===== src/rtl/engine_defs.svh =====
// Size and register-map defines for the read/write engine, included by package and RTL
`ifndef ENGINE_DEFS_SVH
`define ENGINE_DEFS_SVH

// --------------------------------------------------
// Packet geometry
// --------------------------------------------------

// Fields carried by one engine packet
`define ENGINE_NUM_FIELDS 4

// Width of each field, also the buffer word width
`define ENGINE_FIELD_W 32

// --------------------------------------------------
// Buffer memory
// --------------------------------------------------

// Words in the local buffer
`define ENGINE_MEM_DEPTH 256

// Address bits taken from the low end of the offset
`define ENGINE_MEM_AW 8

// --------------------------------------------------
// Configuration register addresses
// --------------------------------------------------
`define ENGINE_CFG_ADDR_CTRL  2'd0
`define ENGINE_CFG_ADDR_CONST 2'd1
`define ENGINE_CFG_ADDR_INDEX 2'd2

`endif


===== src/rtl/engine_pkg.sv =====
// Shared packet, configuration, request and config-word types for the read/write engine
`include "engine_defs.svh"

package engine_pkg;

  // --------------------------------------------------
  // Data packet
  // --------------------------------------------------

  // Four 32-bit fields, field[0] in the low bits
  typedef struct packed {
    logic [`ENGINE_NUM_FIELDS-1:0][`ENGINE_FIELD_W-1:0] field;
  } engine_packet_t;

  // --------------------------------------------------
  // Live configuration, 107 bits
  // --------------------------------------------------

  // ops_mask[i][j] routes input field j into lane i
  typedef struct packed {
    logic [`ENGINE_NUM_FIELDS-1:0][`ENGINE_NUM_FIELDS-1:0] ops_mask;
    logic [`ENGINE_NUM_FIELDS-1:0] const_mask;
    logic [`ENGINE_FIELD_W-1:0]    const_value;
    logic [`ENGINE_FIELD_W-1:0]    index_start;
    logic [2:0]                    granularity;
    logic                          direction;    // 1 = shift left
    logic                          write_mode;
    logic [3:0]                    id_channel;
    logic [3:0]                    id_buffer;
    logic [9:0]                    pad;
  } rw_config_t;

  // --------------------------------------------------
  // Buffer request, burst length fixed at one
  // --------------------------------------------------
  typedef struct packed {
    logic [`ENGINE_FIELD_W-1:0] offset;
    logic [2:0]                 shift_amount;
    logic                       shift_direction;
    logic                       write_mode;
    logic [3:0]                 id_channel;
    logic [3:0]                 id_buffer;
    logic [`ENGINE_FIELD_W-1:0] wdata;
  } mem_request_t;

  // --------------------------------------------------
  // Configuration write word
  // --------------------------------------------------

  // Control layout, exactly 32 bits
  // Buffer tag only gets three bits here, the top tag bit reads as zero
  typedef struct packed {
    logic [`ENGINE_NUM_FIELDS-1:0][`ENGINE_NUM_FIELDS-1:0] ops_mask;
    logic [`ENGINE_NUM_FIELDS-1:0] const_mask;
    logic [2:0]                    granularity;
    logic                          direction;
    logic                          write_mode;
    logic [3:0]                    id_channel;
    logic [2:0]                    id_buffer;
  } cfg_ctrl_word_t;

  // Same write word, seen as control fields or as a plain value
  typedef union packed {
    cfg_ctrl_word_t             ctrl_word;
    logic [`ENGINE_FIELD_W-1:0] value_word;
  } cfg_word_u;

endpackage : engine_pkg


===== src/rtl/engine_config_regs.sv =====
// Configuration register block; decodes strobed writes into the kernel's live configuration
`include "engine_defs.svh"

module engine_config_regs (
  input  logic                   ap_clk,
  input  logic                   rst_n,
  input  logic                   cfg_we,
  input  logic [1:0]             cfg_addr,
  input  engine_pkg::cfg_word_u  cfg_wdata,
  output engine_pkg::rw_config_t config_params
);

  import engine_pkg::*;

  // --------------------------------------------------
  // Register storage
  // --------------------------------------------------

  // Control fields as last written at address 0
  cfg_ctrl_word_t             ctrl_q;

  // Constant for forced lanes
  logic [`ENGINE_FIELD_W-1:0] const_q;

  // Base index added to lane 1
  logic [`ENGINE_FIELD_W-1:0] index_q;

  // --------------------------------------------------
  // Write decode
  // --------------------------------------------------

  // Address 0 goes through the control view,
  // addresses 1 and 2 through the value view
  always_ff @(posedge ap_clk or negedge rst_n) begin
    if (!rst_n) begin
      ctrl_q  <= '0;
      const_q <= '0;
      index_q <= '0;
    end else if (cfg_we) begin
      case (cfg_addr)
        `ENGINE_CFG_ADDR_CTRL: begin
          ctrl_q <= cfg_wdata.ctrl_word;
        end
        `ENGINE_CFG_ADDR_CONST: begin
          const_q <= cfg_wdata.value_word;
        end
        `ENGINE_CFG_ADDR_INDEX: begin
          index_q <= cfg_wdata.value_word;
        end
        default: begin
          // Unmapped address, write is dropped
        end
      endcase
    end
  end

  // --------------------------------------------------
  // Live configuration out
  // --------------------------------------------------

  // Plain level into the kernel, held between writes
  always_comb begin
    config_params.ops_mask    = ctrl_q.ops_mask;
    config_params.const_mask  = ctrl_q.const_mask;
    config_params.const_value = const_q;
    config_params.index_start = index_q;
    config_params.granularity = ctrl_q.granularity;
    config_params.direction   = ctrl_q.direction;
    config_params.write_mode  = ctrl_q.write_mode;
    config_params.id_channel  = ctrl_q.id_channel;
    // Three-bit tag widened to the request tag
    config_params.id_buffer   = {1'b0, ctrl_q.id_buffer};
    config_params.pad         = '0;
  end

  // --------------------------------------------------
  // Checks
  // --------------------------------------------------

  // Software must only target the three mapped registers
  a_cfg_addr_mapped : assert property (
    @(posedge ap_clk) disable iff (!rst_n)
    cfg_we |-> (cfg_addr < 2'd3)
  ) else $error("config write to unmapped address %0d", cfg_addr);

endmodule : engine_config_regs


===== config.mk =====
export PLATFORM = sky130hd
export DESIGN_NAME = engine_config_regs
export DESIGN_NICKNAME = d
export VERILOG_FILES = /design/src/rtl/engine_pkg.sv /design/src/rtl/engine_config_regs.sv
export VERILOG_INCLUDE_DIRS = /design/src /design/src/rtl
export SDC_FILE = /design/constraint.sdc
export NUM_CORES = 1
export LEC_CHECK = 0
export BUFFER_PORTS_ARGS = -buffer_cell sky130_fd_sc_hd__buf_2
export CAP_MARGIN = 25
export CORE_MARGIN = 2
export CORE_UTILIZATION = 31
export DETAILED_ROUTE_END_ITERATION = 6
export PLACE_DENSITY = 0.57
export SETUP_SLACK_MARGIN = 0.05
export SLEW_MARGIN = 20
export SYNTH_ARGS = -nofsm -noshare
export SYNTH_HDL_FRONTEND = slang
export SYNTH_SLANG_ARGS = --single-unit

===== constraint.sdc =====
create_clock -name ap_clk -period 0.96 [get_ports ap_clk]
set_input_delay 0.192 -clock ap_clk [delete_from_list [all_inputs] [get_ports ap_clk]]
set_output_delay 0.192 -clock ap_clk [all_outputs]
set_load 0.01 [all_outputs]

==> results summary <==
Yosys mapped the design onto 9 distinct sky130hd cell types. The synthesized netlist devotes 0% of its cell area to adder and majority cells. In the post-synthesis netlist, the biggest area contributors are dfrtp_1 (65%), mux2_2 (29%), buf_4 (2.6%). The wire length of the first global-routing pass came out at 13200 um. The post-synthesis instance area came out at 0.00371 mm2. The net switching component of the power came out at slightly above 3 mW. The library cell with the largest summed area after synthesis is dfrtp_1. The highest layer used for signal routing is met4. The share of the synthesized area in compound gates (AO/OA/AOI/OAI) is 0%. Once detail routing completed, the nets flagged for antenna violations numbered 0. The part of the power in the clock network came out at 32.5%. Before CTS, the worst setup slack after placement is -0.373 ns. The length of the first detailed-routing pass in iterations came out at 4. Cells fill 46.5% of the core in the end. The number of antenna violations at the first check in global routing is 0.

The internal portion of the total power is just under 9 mW. The die is 113 um wide. The largest fanout of any net on the critical path is 2. Walking the worst path, the cells encountered are buf_2. The synthesized area divided by synthesized cell count came out at roughly 17 um2. The total via count after detailed routing came out at between 2k and 2.5k. The max-capacitance violation count is 0. The H-tree level count is 3. The final-layout fill cell count came out at roughly 1.1k. The number of standard cells after synthesis came out at 216. The multiplexer area fraction after synthesis is 29.1%. The layout cell share with drive strength beyond 1 came out at 71.9%.

Global routing used 13.3% of the available tracks. The final reports fail on setup timing. Setup violations remaining at the end of the flow were counted as 134. The number of endpoints with negative hold slack in the final report is 0. The synthesized netlist devotes 1.11% of its cell area to simple gates. The initialized floorplan defines 39 standard-cell rows. The standard cell core area is around 0.012 mm2. The total clock buffers created by CTS came out at 9. The peak per-stage delay on the critical path came out at between 0.3 and 0.4 ns. The total number of clock tree sinks came out at 96.

The max-slew violation total from the final report is 0. The met2 layer wire length in the routed design is 4290 um. TritonCTS built the clock tree. The type of the worst setup path is reg -> out. The area of the die came out at 0.0129 mm2. In this run the power density over the cells is 2220 mW/mm2. The family with the most delay on the worst path is flip-flops. The count of warnings emitted by yosys is 0.

The detailed placer's ending HPWL is 5380 um. The maximum buffer depth of the clock tree is 2. The wire length reported by the detailed router came out at 8450 um. The total area of multi-input combinational cells is approximately 0.0013 mm2. The worst path in the final design needs a cycle of 1.06 ns, including I/O delays and setup. Clock-pin slew was measured on the worst setup and hold paths at about 0.070 ns. The clock reaches the later pin of the worst-skew pair after 0.33 ns. The worst setup path is launched from a register. At the end of the flow, the number of nets in the layout was 420. The synthesized-area fraction occupied by xor and xnor cells came out at 0%. The peak supply drop came out at ~1.1 mV. The combined buffer and inverter count along the critical path came out at 1. The portion of the clock cycle consumed by the worst path in the final layout came out at 110%. After layout, the worst setup slack is -0.0987 ns.

The height of the die is 113 um. The power after layout is 11.9 mW. For this run, the top clock speed supported by timing is 945 MHz. The starting density of the core is 32.1%. The number of top-level design ports came out at ~140. The pin count of the biggest net entering global routing came out at 51. The placer's final routability congestion estimate came out at approximately 0.67.

The total congestion overflow came out at 0. The flow ran to the end, but the final reports show violations. The min-delay analysis places its worst path in the category in -> reg. The first-iteration detailed-routing DRC count came out at 87.

In this run switching power makes up 25.4% of total power. The via count normalized by instance count is 4.46. At the worst endpoint, the arrival time is 0.87 ns. The wire length on met1 is 3560 um. The worst clock skew on the final layout came out at 0 ns.

The synthesized design devotes to its leading area cell type about two thirds of total area. The via count of the first global-routing pass is 2438. Registers are responsible for 43.6% of the overall power. After synthesis, the largest family of logic cells by area is multiplexers. Clock tree synthesis selected as its root buffer the cell clkbuf_16.

The count of inserted antenna diode cells is 0. Setup repair after global routing could not meet its margin everywhere. The met3 wire length came out at 492 um. The proportion of power drawn by combinational gates came out at about a quarter. The footprint of the flip-flops and latches is 0.00240 mm2. The sequential share of the synthesized area is approximately 65%. The number of port buffers came out at around 130. The detailed-route wire length per cell came out at between 15 and 20 um. In this run, synthesis produced a sequential element count of 96. The analysis attributes to cell leakage a power of 2.65 nW. The slowest stage of the critical path belongs to the cell dfrtp_1. Data on the critical path is required at its endpoint by between 0.7 and 0.8 ns.

The number of remaining DRC errors came out at 0. The area overhead of the layout relative to synthesis came out at 44.9%. The category of the worst setup path capture point is an output pin.
-- cells in the mapped netlist --
library cell  count
dfrtp_1          96
nor3b_4           1
conb_1            1
clkbuf_8          3
mux2_1            2
buf_4            13
nand3b_2          2
mux2_2           94
buf_6             4
-- metal layers --
metal	global-route usage [%]	vias to the layer above
met5	0	-
met4	4.15	0
met3	4.25	9
met2	22.8	78
met1	16.1	1209
li1	-	1073
-- area by class of cell --
type,instances,share of cell area (%)
flip-flops and latches,96,44.7
multi-input cells,110,24.2
repair buffers,166,21.6
clock buffers,12,4.77
well taps,143,3.33
clock inverters,4,1.42
-- kinds of logic (layout without fill, tap and decap cells) --
family | Yosys count | in the layout
buf+inv | 20 | 182
simple gates | 3 | 3
other cells | 1 | 11
mux | 96 | 96
flops | 96 | 96
-- power by group through the flow --
stage / logic [mW] / clock network (mW) / registers (mW)
floorplan: 0.838 / 0 / 5.62
global placement: 2.33 / 0 / 5.23
detailed placement: 2.37 / 0 / 5.26
CTS: 2.65 / 4.02 / 5.20
global route: 3.08 / 4.16 / 5.30
finish: 2.85 / 3.88 / 5.21
-- state kept, by name (all words and copies together) (netlist names) --
name	cells
const_q	32
config_params	32
index_q	32
-- worst paths after layout --
check                                   from                end  slack [ns]  cells past startpoint
worst max register to register   const_q[17]        const_q[17]       -0.03                      3
worst min register to register   index_q[24]        index_q[24]        0.50                      1
min in group asynchronous              rst_n        index_q[17]        0.39                      3
max in group asynchronous              rst_n         const_q[3]        0.32                      3
worst max-delay path              index_q[6]  config_params[29]        -0.1                      1
worst min-delay path            cfg_wdata[1]  config_params[11]        0.12                      2
-- cells in the final DEF (no fill, tap or decap), types with 2 or more instances in the layout --
cell type  netlist  final
mux2_2          94     64
clkbuf_8         3      2
buf_12           0      8
buf_4           13     21
nand3b_4         0      2
mux2_4           0     32
bufinv_16        0      2
buf_6            4     16
dfrtp_1         96     96
clkbuf_16        0      9
buf_16           0      2
buf_2            0    117
conb_1           1     11
-- what timing repair did --
item                                   in CTS  in global routing
gates resized for setup                    41                 14
hold buffers                                1                  0
pin swaps                                   1                  0
setup buffers                               7                 15
endpoints found under the hold margin      96                  0
cloned                                      3                  0
setup endpoints to repair                 128                128
-- metrics by stage --
step	cell area, um2	cells	hold WS [ns]	TNS (ns)
2_1_floorplan	3770	226	-0.104	-4.68
3_3_place_gp	4580	490	0.206	-24.56
3_5_place_dp	4580	490	0.208	-26.95
4_1_cts	5230	517	0.104	-10.14
5_1_grt	5380	531	0.109	-12.21
6_report	5380	531	0.119	-8.13
(Power assumes the default switching activity.)
