## config.mk

```make
export PLATFORM = sky130hd
export DESIGN_NAME = engine_read_write_kernel
export DESIGN_NICKNAME = d
export VERILOG_FILES = /design/src/rtl/engine_pkg.sv /design/src/rtl/engine_read_write_kernel.sv
export VERILOG_INCLUDE_DIRS = /design/src /design/src/rtl
export SDC_FILE = /design/constraint.sdc
export NUM_CORES = 1
export LEC_CHECK = 0
export BUFFER_PORTS_ARGS = -buffer_cell sky130_fd_sc_hd__buf_2
export CORE_ASPECT_RATIO = 0.9
export CORE_MARGIN = 1.5
export CORE_UTILIZATION = 37
export DETAILED_ROUTE_END_ITERATION = 10
export PLACE_DENSITY = 0.65
export SYNTH_ARGS = -nofsm -noshare
export SYNTH_HDL_FRONTEND = slang
export SYNTH_SLANG_ARGS = --single-unit
```

## constraint.sdc

```tcl
create_clock -name ap_clk -period 8.35 [get_ports ap_clk]
set_input_delay 2.505 -clock ap_clk [delete_from_list [all_inputs] [get_ports ap_clk]]
set_output_delay 2.505 -clock ap_clk [all_outputs]
set_load 0.05 [all_outputs]
```

## src/rtl/engine_defs.svh

```systemverilog
// Size and register-map defines for the read/write engine, included by package and RTL
`ifndef ENGINE_DEFS_SVH
`define ENGINE_DEFS_SVH

// --------------------------------------------------
// Packet geometry
// --------------------------------------------------

// Fields carried by one engine packet
`define ENGINE_NUM_FIELDS 4

// Width of each field, also the buffer word width
`define ENGINE_FIELD_W 32

// --------------------------------------------------
// Buffer memory
// --------------------------------------------------

// Words in the local buffer
`define ENGINE_MEM_DEPTH 256

// Address bits taken from the low end of the offset
`define ENGINE_MEM_AW 8

// --------------------------------------------------
// Configuration register addresses
// --------------------------------------------------
`define ENGINE_CFG_ADDR_CTRL  2'd0
`define ENGINE_CFG_ADDR_CONST 2'd1
`define ENGINE_CFG_ADDR_INDEX 2'd2

`endif

```

## src/rtl/engine_pkg.sv

```systemverilog
// Shared packet, configuration, request and config-word types for the read/write engine
`include "engine_defs.svh"

package engine_pkg;

  // --------------------------------------------------
  // Data packet
  // --------------------------------------------------

  // Four 32-bit fields, field[0] in the low bits
  typedef struct packed {
    logic [`ENGINE_NUM_FIELDS-1:0][`ENGINE_FIELD_W-1:0] field;
  } engine_packet_t;

  // --------------------------------------------------
  // Live configuration, 107 bits
  // --------------------------------------------------

  // ops_mask[i][j] routes input field j into lane i
  typedef struct packed {
    logic [`ENGINE_NUM_FIELDS-1:0][`ENGINE_NUM_FIELDS-1:0] ops_mask;
    logic [`ENGINE_NUM_FIELDS-1:0] const_mask;
    logic [`ENGINE_FIELD_W-1:0]    const_value;
    logic [`ENGINE_FIELD_W-1:0]    index_start;
    logic [2:0]                    granularity;
    logic                          direction;    // 1 = shift left
    logic                          write_mode;
    logic [3:0]                    id_channel;
    logic [3:0]                    id_buffer;
    logic [9:0]                    pad;
  } rw_config_t;

  // --------------------------------------------------
  // Buffer request, burst length fixed at one
  // --------------------------------------------------
  typedef struct packed {
    logic [`ENGINE_FIELD_W-1:0] offset;
    logic [2:0]                 shift_amount;
    logic                       shift_direction;
    logic                       write_mode;
    logic [3:0]                 id_channel;
    logic [3:0]                 id_buffer;
    logic [`ENGINE_FIELD_W-1:0] wdata;
  } mem_request_t;

  // --------------------------------------------------
  // Configuration write word
  // --------------------------------------------------

  // Control layout, exactly 32 bits
  // Buffer tag only gets three bits here, the top tag bit reads as zero
  typedef struct packed {
    logic [`ENGINE_NUM_FIELDS-1:0][`ENGINE_NUM_FIELDS-1:0] ops_mask;
    logic [`ENGINE_NUM_FIELDS-1:0] const_mask;
    logic [2:0]                    granularity;
    logic                          direction;
    logic                          write_mode;
    logic [3:0]                    id_channel;
    logic [2:0]                    id_buffer;
  } cfg_ctrl_word_t;

  // Same write word, seen as control fields or as a plain value
  typedef union packed {
    cfg_ctrl_word_t             ctrl_word;
    logic [`ENGINE_FIELD_W-1:0] value_word;
  } cfg_word_u;

endpackage : engine_pkg

```

## src/rtl/engine_read_write_kernel.sv

```systemverilog
// Three-stage field router and address generator feeding the buffer with one request per packet
`include "engine_defs.svh"

module engine_read_write_kernel (
  input  logic                       ap_clk,
  input  logic                       rst_n,
  input  engine_pkg::rw_config_t     config_params,
  input  logic                       in_valid,
  input  engine_pkg::engine_packet_t data_in,
  output logic                       req_valid,
  output engine_pkg::mem_request_t   request,
  output engine_pkg::engine_packet_t result
);

  import engine_pkg::*;

  // Stage 1 lanes, forced and unforced
  engine_packet_t             ops_lanes_d;
  engine_packet_t             org_lanes_d;
  engine_packet_t             ops_lanes_q;
  engine_packet_t             org_lanes_q;

  // Stage 2 request and carried result
  logic [`ENGINE_FIELD_W-1:0] offset_base;
  mem_request_t               request_d;
  mem_request_t               request_q;
  engine_packet_t             org_data_q;

  // Valid strobe alongside the three stages
  logic [2:0]                 valid_q;

  // --------------------------------------------------
  // Stage 1: lane routing
  // --------------------------------------------------

  // Later j overrides earlier, so the highest set bit wins
  // A lane with no routing bit set reads as zero
  always_comb begin
    for (int i = 0; i < `ENGINE_NUM_FIELDS; i++) begin
      org_lanes_d.field[i] = '0;
      for (int j = 0; j < `ENGINE_NUM_FIELDS; j++) begin
        if (config_params.ops_mask[i][j]) begin
          org_lanes_d.field[i] = data_in.field[j];
        end
      end
      // Forcing only affects the operand copy
      ops_lanes_d.field[i] = config_params.const_mask[i] ? config_params.const_value
                                                          : org_lanes_d.field[i];
    end
  end

  always_ff @(posedge ap_clk) begin
    ops_lanes_q <= ops_lanes_d;
    org_lanes_q <= org_lanes_d;
  end

  // --------------------------------------------------
  // Stage 2: address compute
  // --------------------------------------------------

  // Config sampled again here, as well as in stage 1
  always_comb begin
    offset_base = config_params.index_start + ops_lanes_q.field[1];
    if (config_params.direction) begin
      request_d.offset = offset_base << config_params.granularity;
    end else begin
      request_d.offset = offset_base >> config_params.granularity;
    end
    request_d.shift_amount    = config_params.granularity;
    request_d.shift_direction = config_params.direction;
    request_d.write_mode      = config_params.write_mode;
    request_d.id_channel      = config_params.id_channel;
    request_d.id_buffer       = config_params.id_buffer;
    // Write data is the unforced lane 0
    request_d.wdata           = org_lanes_q.field[0];
  end

  always_ff @(posedge ap_clk) begin
    request_q  <= request_d;
    org_data_q <= org_lanes_q;
  end

  // --------------------------------------------------
  // Stage 3: output registers
  // --------------------------------------------------
  always_ff @(posedge ap_clk) begin
    request <= request_q;
    result  <= org_data_q;
  end

  // Valid strobe travels beside the data stages
  always_ff @(posedge ap_clk or negedge rst_n) begin
    if (!rst_n) begin
      valid_q <= '0;
    end else begin
      valid_q <= {valid_q[1:0], in_valid};
    end
  end

  assign req_valid = valid_q[2];

  // --------------------------------------------------
  // Checks
  // --------------------------------------------------

  a_in_valid_known : assert property (
    @(posedge ap_clk) disable iff (!rst_n)
    !$isunknown(in_valid)
  ) else $error("in_valid is unknown");

endmodule : engine_read_write_kernel

```

==> results.ini, run 1 <==
[status]
run_status=complete, no violations

[synthesis]
synthCells=2238
synth.avg_cell_area_sq_um=8.82
ys_types=94
synth_ff_type=dfxtp_1
syn-num-nets=2508
synth_enable_flop_cells=0
synthesis.area_sq_um=19700
ys_ff_latch=509
ys_seq_area_share_pct=51.7
async_flop_share_pct=0.589
ys_warn_count=0

[power_and_ir_drop]
powerDensity_nw_per_um2=274
ir_drop_mv=0.214
leakagePower_nw=10.3

[placed_design]
gp_congestion=0.902
dp_slack_ns=2.30
dp.cells=3194
portBuffers=430
hpwlAfterDp_um=48200

[clock_tree]
root_buffer=clkbuf_16
holdBufCountCts=0
htree_levels=2
cts_buffer_depth=3
cts_resized=0
cts_tree=done
cts_setup_buffers=0
path_clk_slew_ns=0.06
clkSinkCount=509
clock_latency_ns=0.59
numCtsBuffers=49

[global_route]
overflow=0
grt_antenna_before_repair=29
grt_pass1_vias=16400
track_usage_pct=23.7
grt_pass1_wl_um=99600
grt_max_degree=65

[finish]
stdcell_count=3304
area_delta_synth_final_pct=20.3
seq_area_sq_um=10200
drive_gt1_share_pct=23.4
layout_commonest_cell=dfxtp_1
final_nets=2818
final_cell_mix=dfxtp_1, buf_2, nand2_1
fillers=5100
multiInputGateArea_sq_um=8620

[timing]
rsz0062_at_grt=no
setup_ws_ns=2.78
fmaxAchievable_mhz=179
fin_crit_sh_pct=66.7
hold_violations=0
min_period_ns=5.57
worstMarginPinSlew_ns=1.18
setup_viol=0
max_slew_margin_pct=20.7
setup-tns-final_ns=0
slew_violations=0
finalClockSkew_ns=0.0142

[critical_path]
cp.arrival_ns=6.10
crit_fanout=8
startpoint_type=input port
worstPathRequired_ns=8.87
end_kind=register
worstSetupPathType=input port to register

[min_path]
hp-class=register to register

[drt]
met1_length_um=31000
vias=17500
viasPerCell=5.29
routed-wl-met3_um=5340
drcViolationCount=0
wl_per_cell_um=20.4
dr.first_iter.drc_count=1343
dr.pass1.iters=5
dr_wl_met2_um=28700
wirelength_um=67400
dr.max_layer_used=met5
ant_nets=0

[die]
num_rows=80
die_h_um=222
die_x_um=247
pin_count=444
core-area_sq_um=52900
initial_core_util_pct=37.4
dieArea_sq_um=54800

[flow_run]
drv_cap=0

## worst max-delay path, cell delays in order
cell and delay, ns:
buf_2 0.11, ha_1 0.22, fa_1 0.41, a21o_1 0.22, a221o_1 0.41, a21oi_4 0.32
o21ai_1 0.16, a211oi_4 0.36, xnor2_1 0.46, nand2_1 0.12, a311oi_1 0.54, o22a_1 0.24
## state kept, by name (all words and copies together) (netlist names)
register     cells
result         128
org_lanes_q    128
valid_q          3
request         45
org_data_q     128
ops_lanes_q     32
request_q       45
## kinds of logic (layout without fill, tap and decap cells)
kind of cell    Yosys count  count (layout)  synth area share, %
other cells               0              20                    0
compound gates          706             706                 21.7
simple gates            712             712                 15.4
xor+xnor                 22              22                0.976
buf+inv                 201             550                 4.74
mux                      56              56                 3.45
fa+ha+maj                32              32                 2.07
flops                   509             509                 51.7
## Yosys cell counts (6+ instances only)
library cell	count	area (sq um)
dfxtp_1	506	10100
nand2_1	308	1160
a21oi_1	297	1490
nor2_1	279	1050
o21ai_0	169	846
clkbuf_1	100	375
buf_1	38	143
mux2_2	37	417
buf_4	34	255
a22oi_1	31	233
ha_1	31	388
a211oi_1	25	188
o211ai_1	22	165
nor3_1	21	105
nand4_1	17	106
a31oi_1	16	100
xnor2_1	14	123
a21o_1	13	97.6
and2_1	13	81.3
buf_2	13	65.1
mux2i_1	13	130
o21ai_1	12	60.1
a211o_1	10	87.6
inv_1	10	37.5
nand3_1	10	50.1
nand2b_1	9	56.3
nor4_1	9	56.3
o21a_1	9	67.6
o211a_1	8	80.1
xor2_1	8	70.1
a221oi_1	7	61.3
and4_1	7	61.3
mux4_2	6	135
or3_1	6	37.5
## routing by layer
metal	vias up	track usage (%)
met5	-	0
met4	18	9.52
met3	133	5.86
met2	734	34.9
met1	8183	33.1
li1	8424	-
## area by class of cell
class / count / share of cell area, %
diodes: 20 / 0.211
clock buffers: 67 / 5.78
clock inverters: 23 / 1.30
inverters: 11 / 0.174
multi-input cells: 1528 / 36.3
flip-flops and latches: 509 / 42.9
well taps: 697 / 3.67
repair buffers: 449 / 9.66
## through the flow
step                      cell area, sq um  power [mW]  utilization (%)  hold slack, ns
after CTS                            23700        6.55             44.9           0.309
after detailed placement             22000        4.27             41.7           0.312
after global placement               22000        4.25             41.7           0.310
after floorplan                      19700        3.84                -           0.310
final                                23800        6.52             45.0           0.315
after global routing                 23800        6.79             44.9           0.324
## where the power goes
part           leakage, nW  total [mW]  internal, mW  switching, mW
registers             4.30        2.76          2.69         0.0739
clock network        0.819        2.28          1.32          0.959
logic                 5.20        1.48         0.419           1.06
total                 10.3        6.52          4.43           2.09
## worst paths after layout
check	start	end	slack, ns	depth (start not counted)
setup / recovery	config_params[23]	request_q[70]$_DFF_P_	2.78	12
hold / removal	org_lanes_q[112]$_DFF_P_	org_data_q[112]$_DFF_P_	0.31	0
setup reg to reg	ops_lanes_q[32]$_DFF_P_	request_q[70]$_DFF_P_	4.50	11
hold reg to reg	org_lanes_q[112]$_DFF_P_	org_data_q[112]$_DFF_P_	0.31	0
max in group asynchronous	rst_n	valid_q[1]$_DFF_PN0_	6.54	1
min in group asynchronous	rst_n	valid_q[2]$_DFF_PN0_	1.70	1
(Power assumes the default switching activity.)
==> inputs of run 2 (changes only) <==
==> constraint.sdc (replaced) <==
create_clock -name ap_clk -period 5.5 [get_ports ap_clk]
set_input_delay 1.65 -clock ap_clk [delete_from_list [all_inputs] [get_ports ap_clk]]
set_output_delay 1.65 -clock ap_clk [all_outputs]
set_load 0.05 [all_outputs]
==> run 2 against run 1 <==
Sequential power up 52%; combinational power up 53%; critical path type unchanged; sequential share of layout area down 0.60 points; cell area up 1.4%; die area unchanged; final cell count up 0.82%; clock-buffer cell count up 1; non-clock buffer count up 18; total power up 57%.
==> results.ini, run 2 (same netlist as run 1, synthesis figures left out) <==
[clock_tree]
clock_latency_ns=0.59  ; about the same
root_buffer=clkbuf_16  ; unchanged
cts_resized=0  ; unchanged
numCtsBuffers=51  ; was 49
cts_setup_buffers=0  ; unchanged
path_clk_slew_ns=0.06  ; about the same
cts_tree=done  ; unchanged
cts_buffer_depth=3  ; unchanged
clkSinkCount=509  ; unchanged
holdBufCountCts=0  ; unchanged
htree_levels=2  ; unchanged

[critical_path]
crit_family=compound AO/OA/AOI/OAI gates  ; unchanged
cp-startpoint=config_params[23]  ; unchanged
r2r-start=ops_lanes_q[32]$_DFF_P_  ; unchanged
startpoint_type=input port  ; unchanged
critPathBufInv=1  ; unchanged
crit_path_cell_trace=buf_2, ha_1, fa_1, a21o_1, a221o_1, a21oi_4, o21ai_1, a211oi_4, xnor2_1, nand2_1, a311oi_1, o22a_1  ; unchanged
cp_slowest_stage_delay_ns=0.53  ; was 0.54 ns
timing.critical_path.slowest_stage_cell=a311oi_1  ; unchanged
end_kind=register  ; unchanged
worstSetupPathType=input port to register  ; unchanged
worstPathRequired_ns=6.03  ; was 8.87 ns
crit_fanout=8  ; unchanged
cp.arrival_ns=5.12  ; was 6.10 ns

[timing]
fmaxAchievable_mhz=217
setup-tns-final_ns=0  ; unchanged
fin_crit_sh_pct=83.6
hold_violations=0  ; unchanged
rsz0062_at_grt=no  ; unchanged
max_slew_margin_pct=16.0  ; was 20.7%
finalClockSkew_ns=0.0213  ; was 0.0142 ns
setup_viol=0  ; unchanged
slew_violations=0  ; unchanged
worstMarginPinSlew_ns=1.26  ; was 1.18 ns
min_period_ns=4.60

[status]
run_status=complete, no violations  ; unchanged

[power_and_ir_drop]
p_switching_mw=3.23  ; was 2.09 mW
leakagePower_nw=10.5  ; was 10.3 nW
internal_power_mw=7.03  ; was 4.43 mW
swShare_pct=31.5  ; was 32.1%
p_comb_share_pct=22.1  ; was 22.7%
powerDensity_nw_per_um2=426  ; was 274 nW/um^2
totalPowerFinal_mw=10.3  ; was 6.52 mW
p_seq_share_pct=40.9  ; was 42.4%
ir_drop_mv=0.391  ; was 0.214 mV
p_clk_share_pct=37.0  ; was 35.0%

[die]
dieArea_sq_um=54800  ; unchanged
pin_count=444  ; unchanged
die_x_um=247  ; unchanged
core-area_sq_um=52900  ; unchanged
initial_core_util_pct=37.4  ; unchanged
die_h_um=222  ; unchanged
num_rows=80  ; unchanged

[global_route]
grt_max_degree=65  ; unchanged
grt_antenna_before_repair=28  ; was 29
overflow=0  ; unchanged
grt_pass1_wl_um=101000  ; was 99600 um
grt_pass1_vias=16300  ; was 16400
track_usage_pct=24.1  ; was 23.7%

[finish]
final_cell_mix=dfxtp_1, buf_2, nand2_1  ; unchanged
stdcell_count=3331  ; was 3304
seq_area_sq_um=10200  ; unchanged
drive_gt1_share_pct=24.2  ; was 23.4%
final_nets=2838  ; was 2818
reg_top3=org_data_q: 128 flops, org_lanes_q: 128 flops, result: 128 flops  ; unchanged
area_delta_synth_final_pct=22.0  ; was 20.3%
fillers=5146  ; was 5100
final_area_sq_um=24100  ; was 23800 sq um
multiInputGateArea_sq_um=8620  ; unchanged
layout_commonest_cell=dfxtp_1  ; unchanged

[placed_design]
dp.cells=3212  ; was 3194
gp_congestion=0.927  ; was 0.902
hpwlAfterDp_um=49600  ; was 48200 um
placed_area_sq_um=22200  ; was 22000 sq um
portBuffers=430  ; unchanged

[drt]
wl_per_cell_um=20.5  ; was 20.4 um
dr.pass1.iters=6  ; was 5
viasPerCell=5.29  ; about the same
vias=17600  ; was 17500
dr.first_iter.drc_count=1594  ; was 1343
wirelength_um=68300  ; was 67400 um
drcViolationCount=0  ; unchanged
ant_nets=0  ; unchanged

[flow_run]
drv_cap=0  ; unchanged

[min_path]
hp-class=register to register  ; unchanged
worstHoldStart=org_data_q[124]$_DFF_P_  ; was org_lanes_q[112]$_DFF_P_

-- run 2: cell type report --
class	count	area share, %
clock inverter	27	1.80
timing repair buffer	467	10.1
inverter	11	0.171
multi-input combinational	1528	35.8
antenna	24	0.249
sequential	509	42.3
clock buffer	68	5.98
tap	697	3.62
-- run 2: metal layers --
| metal | part of all wire [%] | GRT usage, % |
|---|---|---|
| met1 | 45 | 34.8 |
| met2 | 42 | 35.0 |
| met3 | 9.3 | 5.70 |
| met4 | 2.7 | 8.12 |
| met5 | 0.12 | 0 |
-- run 2: final timing paths --
check	slack, ns	endpoint	cells after the start
hold / removal	0.32	result[124]$_DFF_P_	0
setup / recovery	0.90	request_q[70]$_DFF_P_	12
hold reg to reg	0.32	result[124]$_DFF_P_	0
max in group asynchronous	4.54	valid_q[2]$_DFF_PN0_	1
min in group asynchronous	0.86	valid_q[1]$_DFF_PN0_	1
setup reg to reg	1.75	request_q[70]$_DFF_P_	11
-- run 2: through the flow --
step | utilization (%) | hold slack [ns] | setup WS, ns
CTS | 45.5 | 0.324 | 1.01
global route | 45.6 | 0.325 | 0.733
finish | 45.6 | 0.323 | 0.901
floorplan | - | 0.310 | 1.05
detailed placement | 41.9 | 0.312 | 0.395
global placement | 41.9 | 0.310 | 0.377
-- run 2: power by group through the flow --
stage / Clock, mW / Combinational (mW) / Sequential, mW
final: 3.79 / 2.27 / 4.19
after global routing: 4.03 / 2.43 / 4.23
after CTS: 3.87 / 2.25 / 4.20
after detailed placement: 0 / 2.24 / 4.27
after global placement: 0 / 2.23 / 4.27
after floorplan: 0 / 1.11 / 4.73
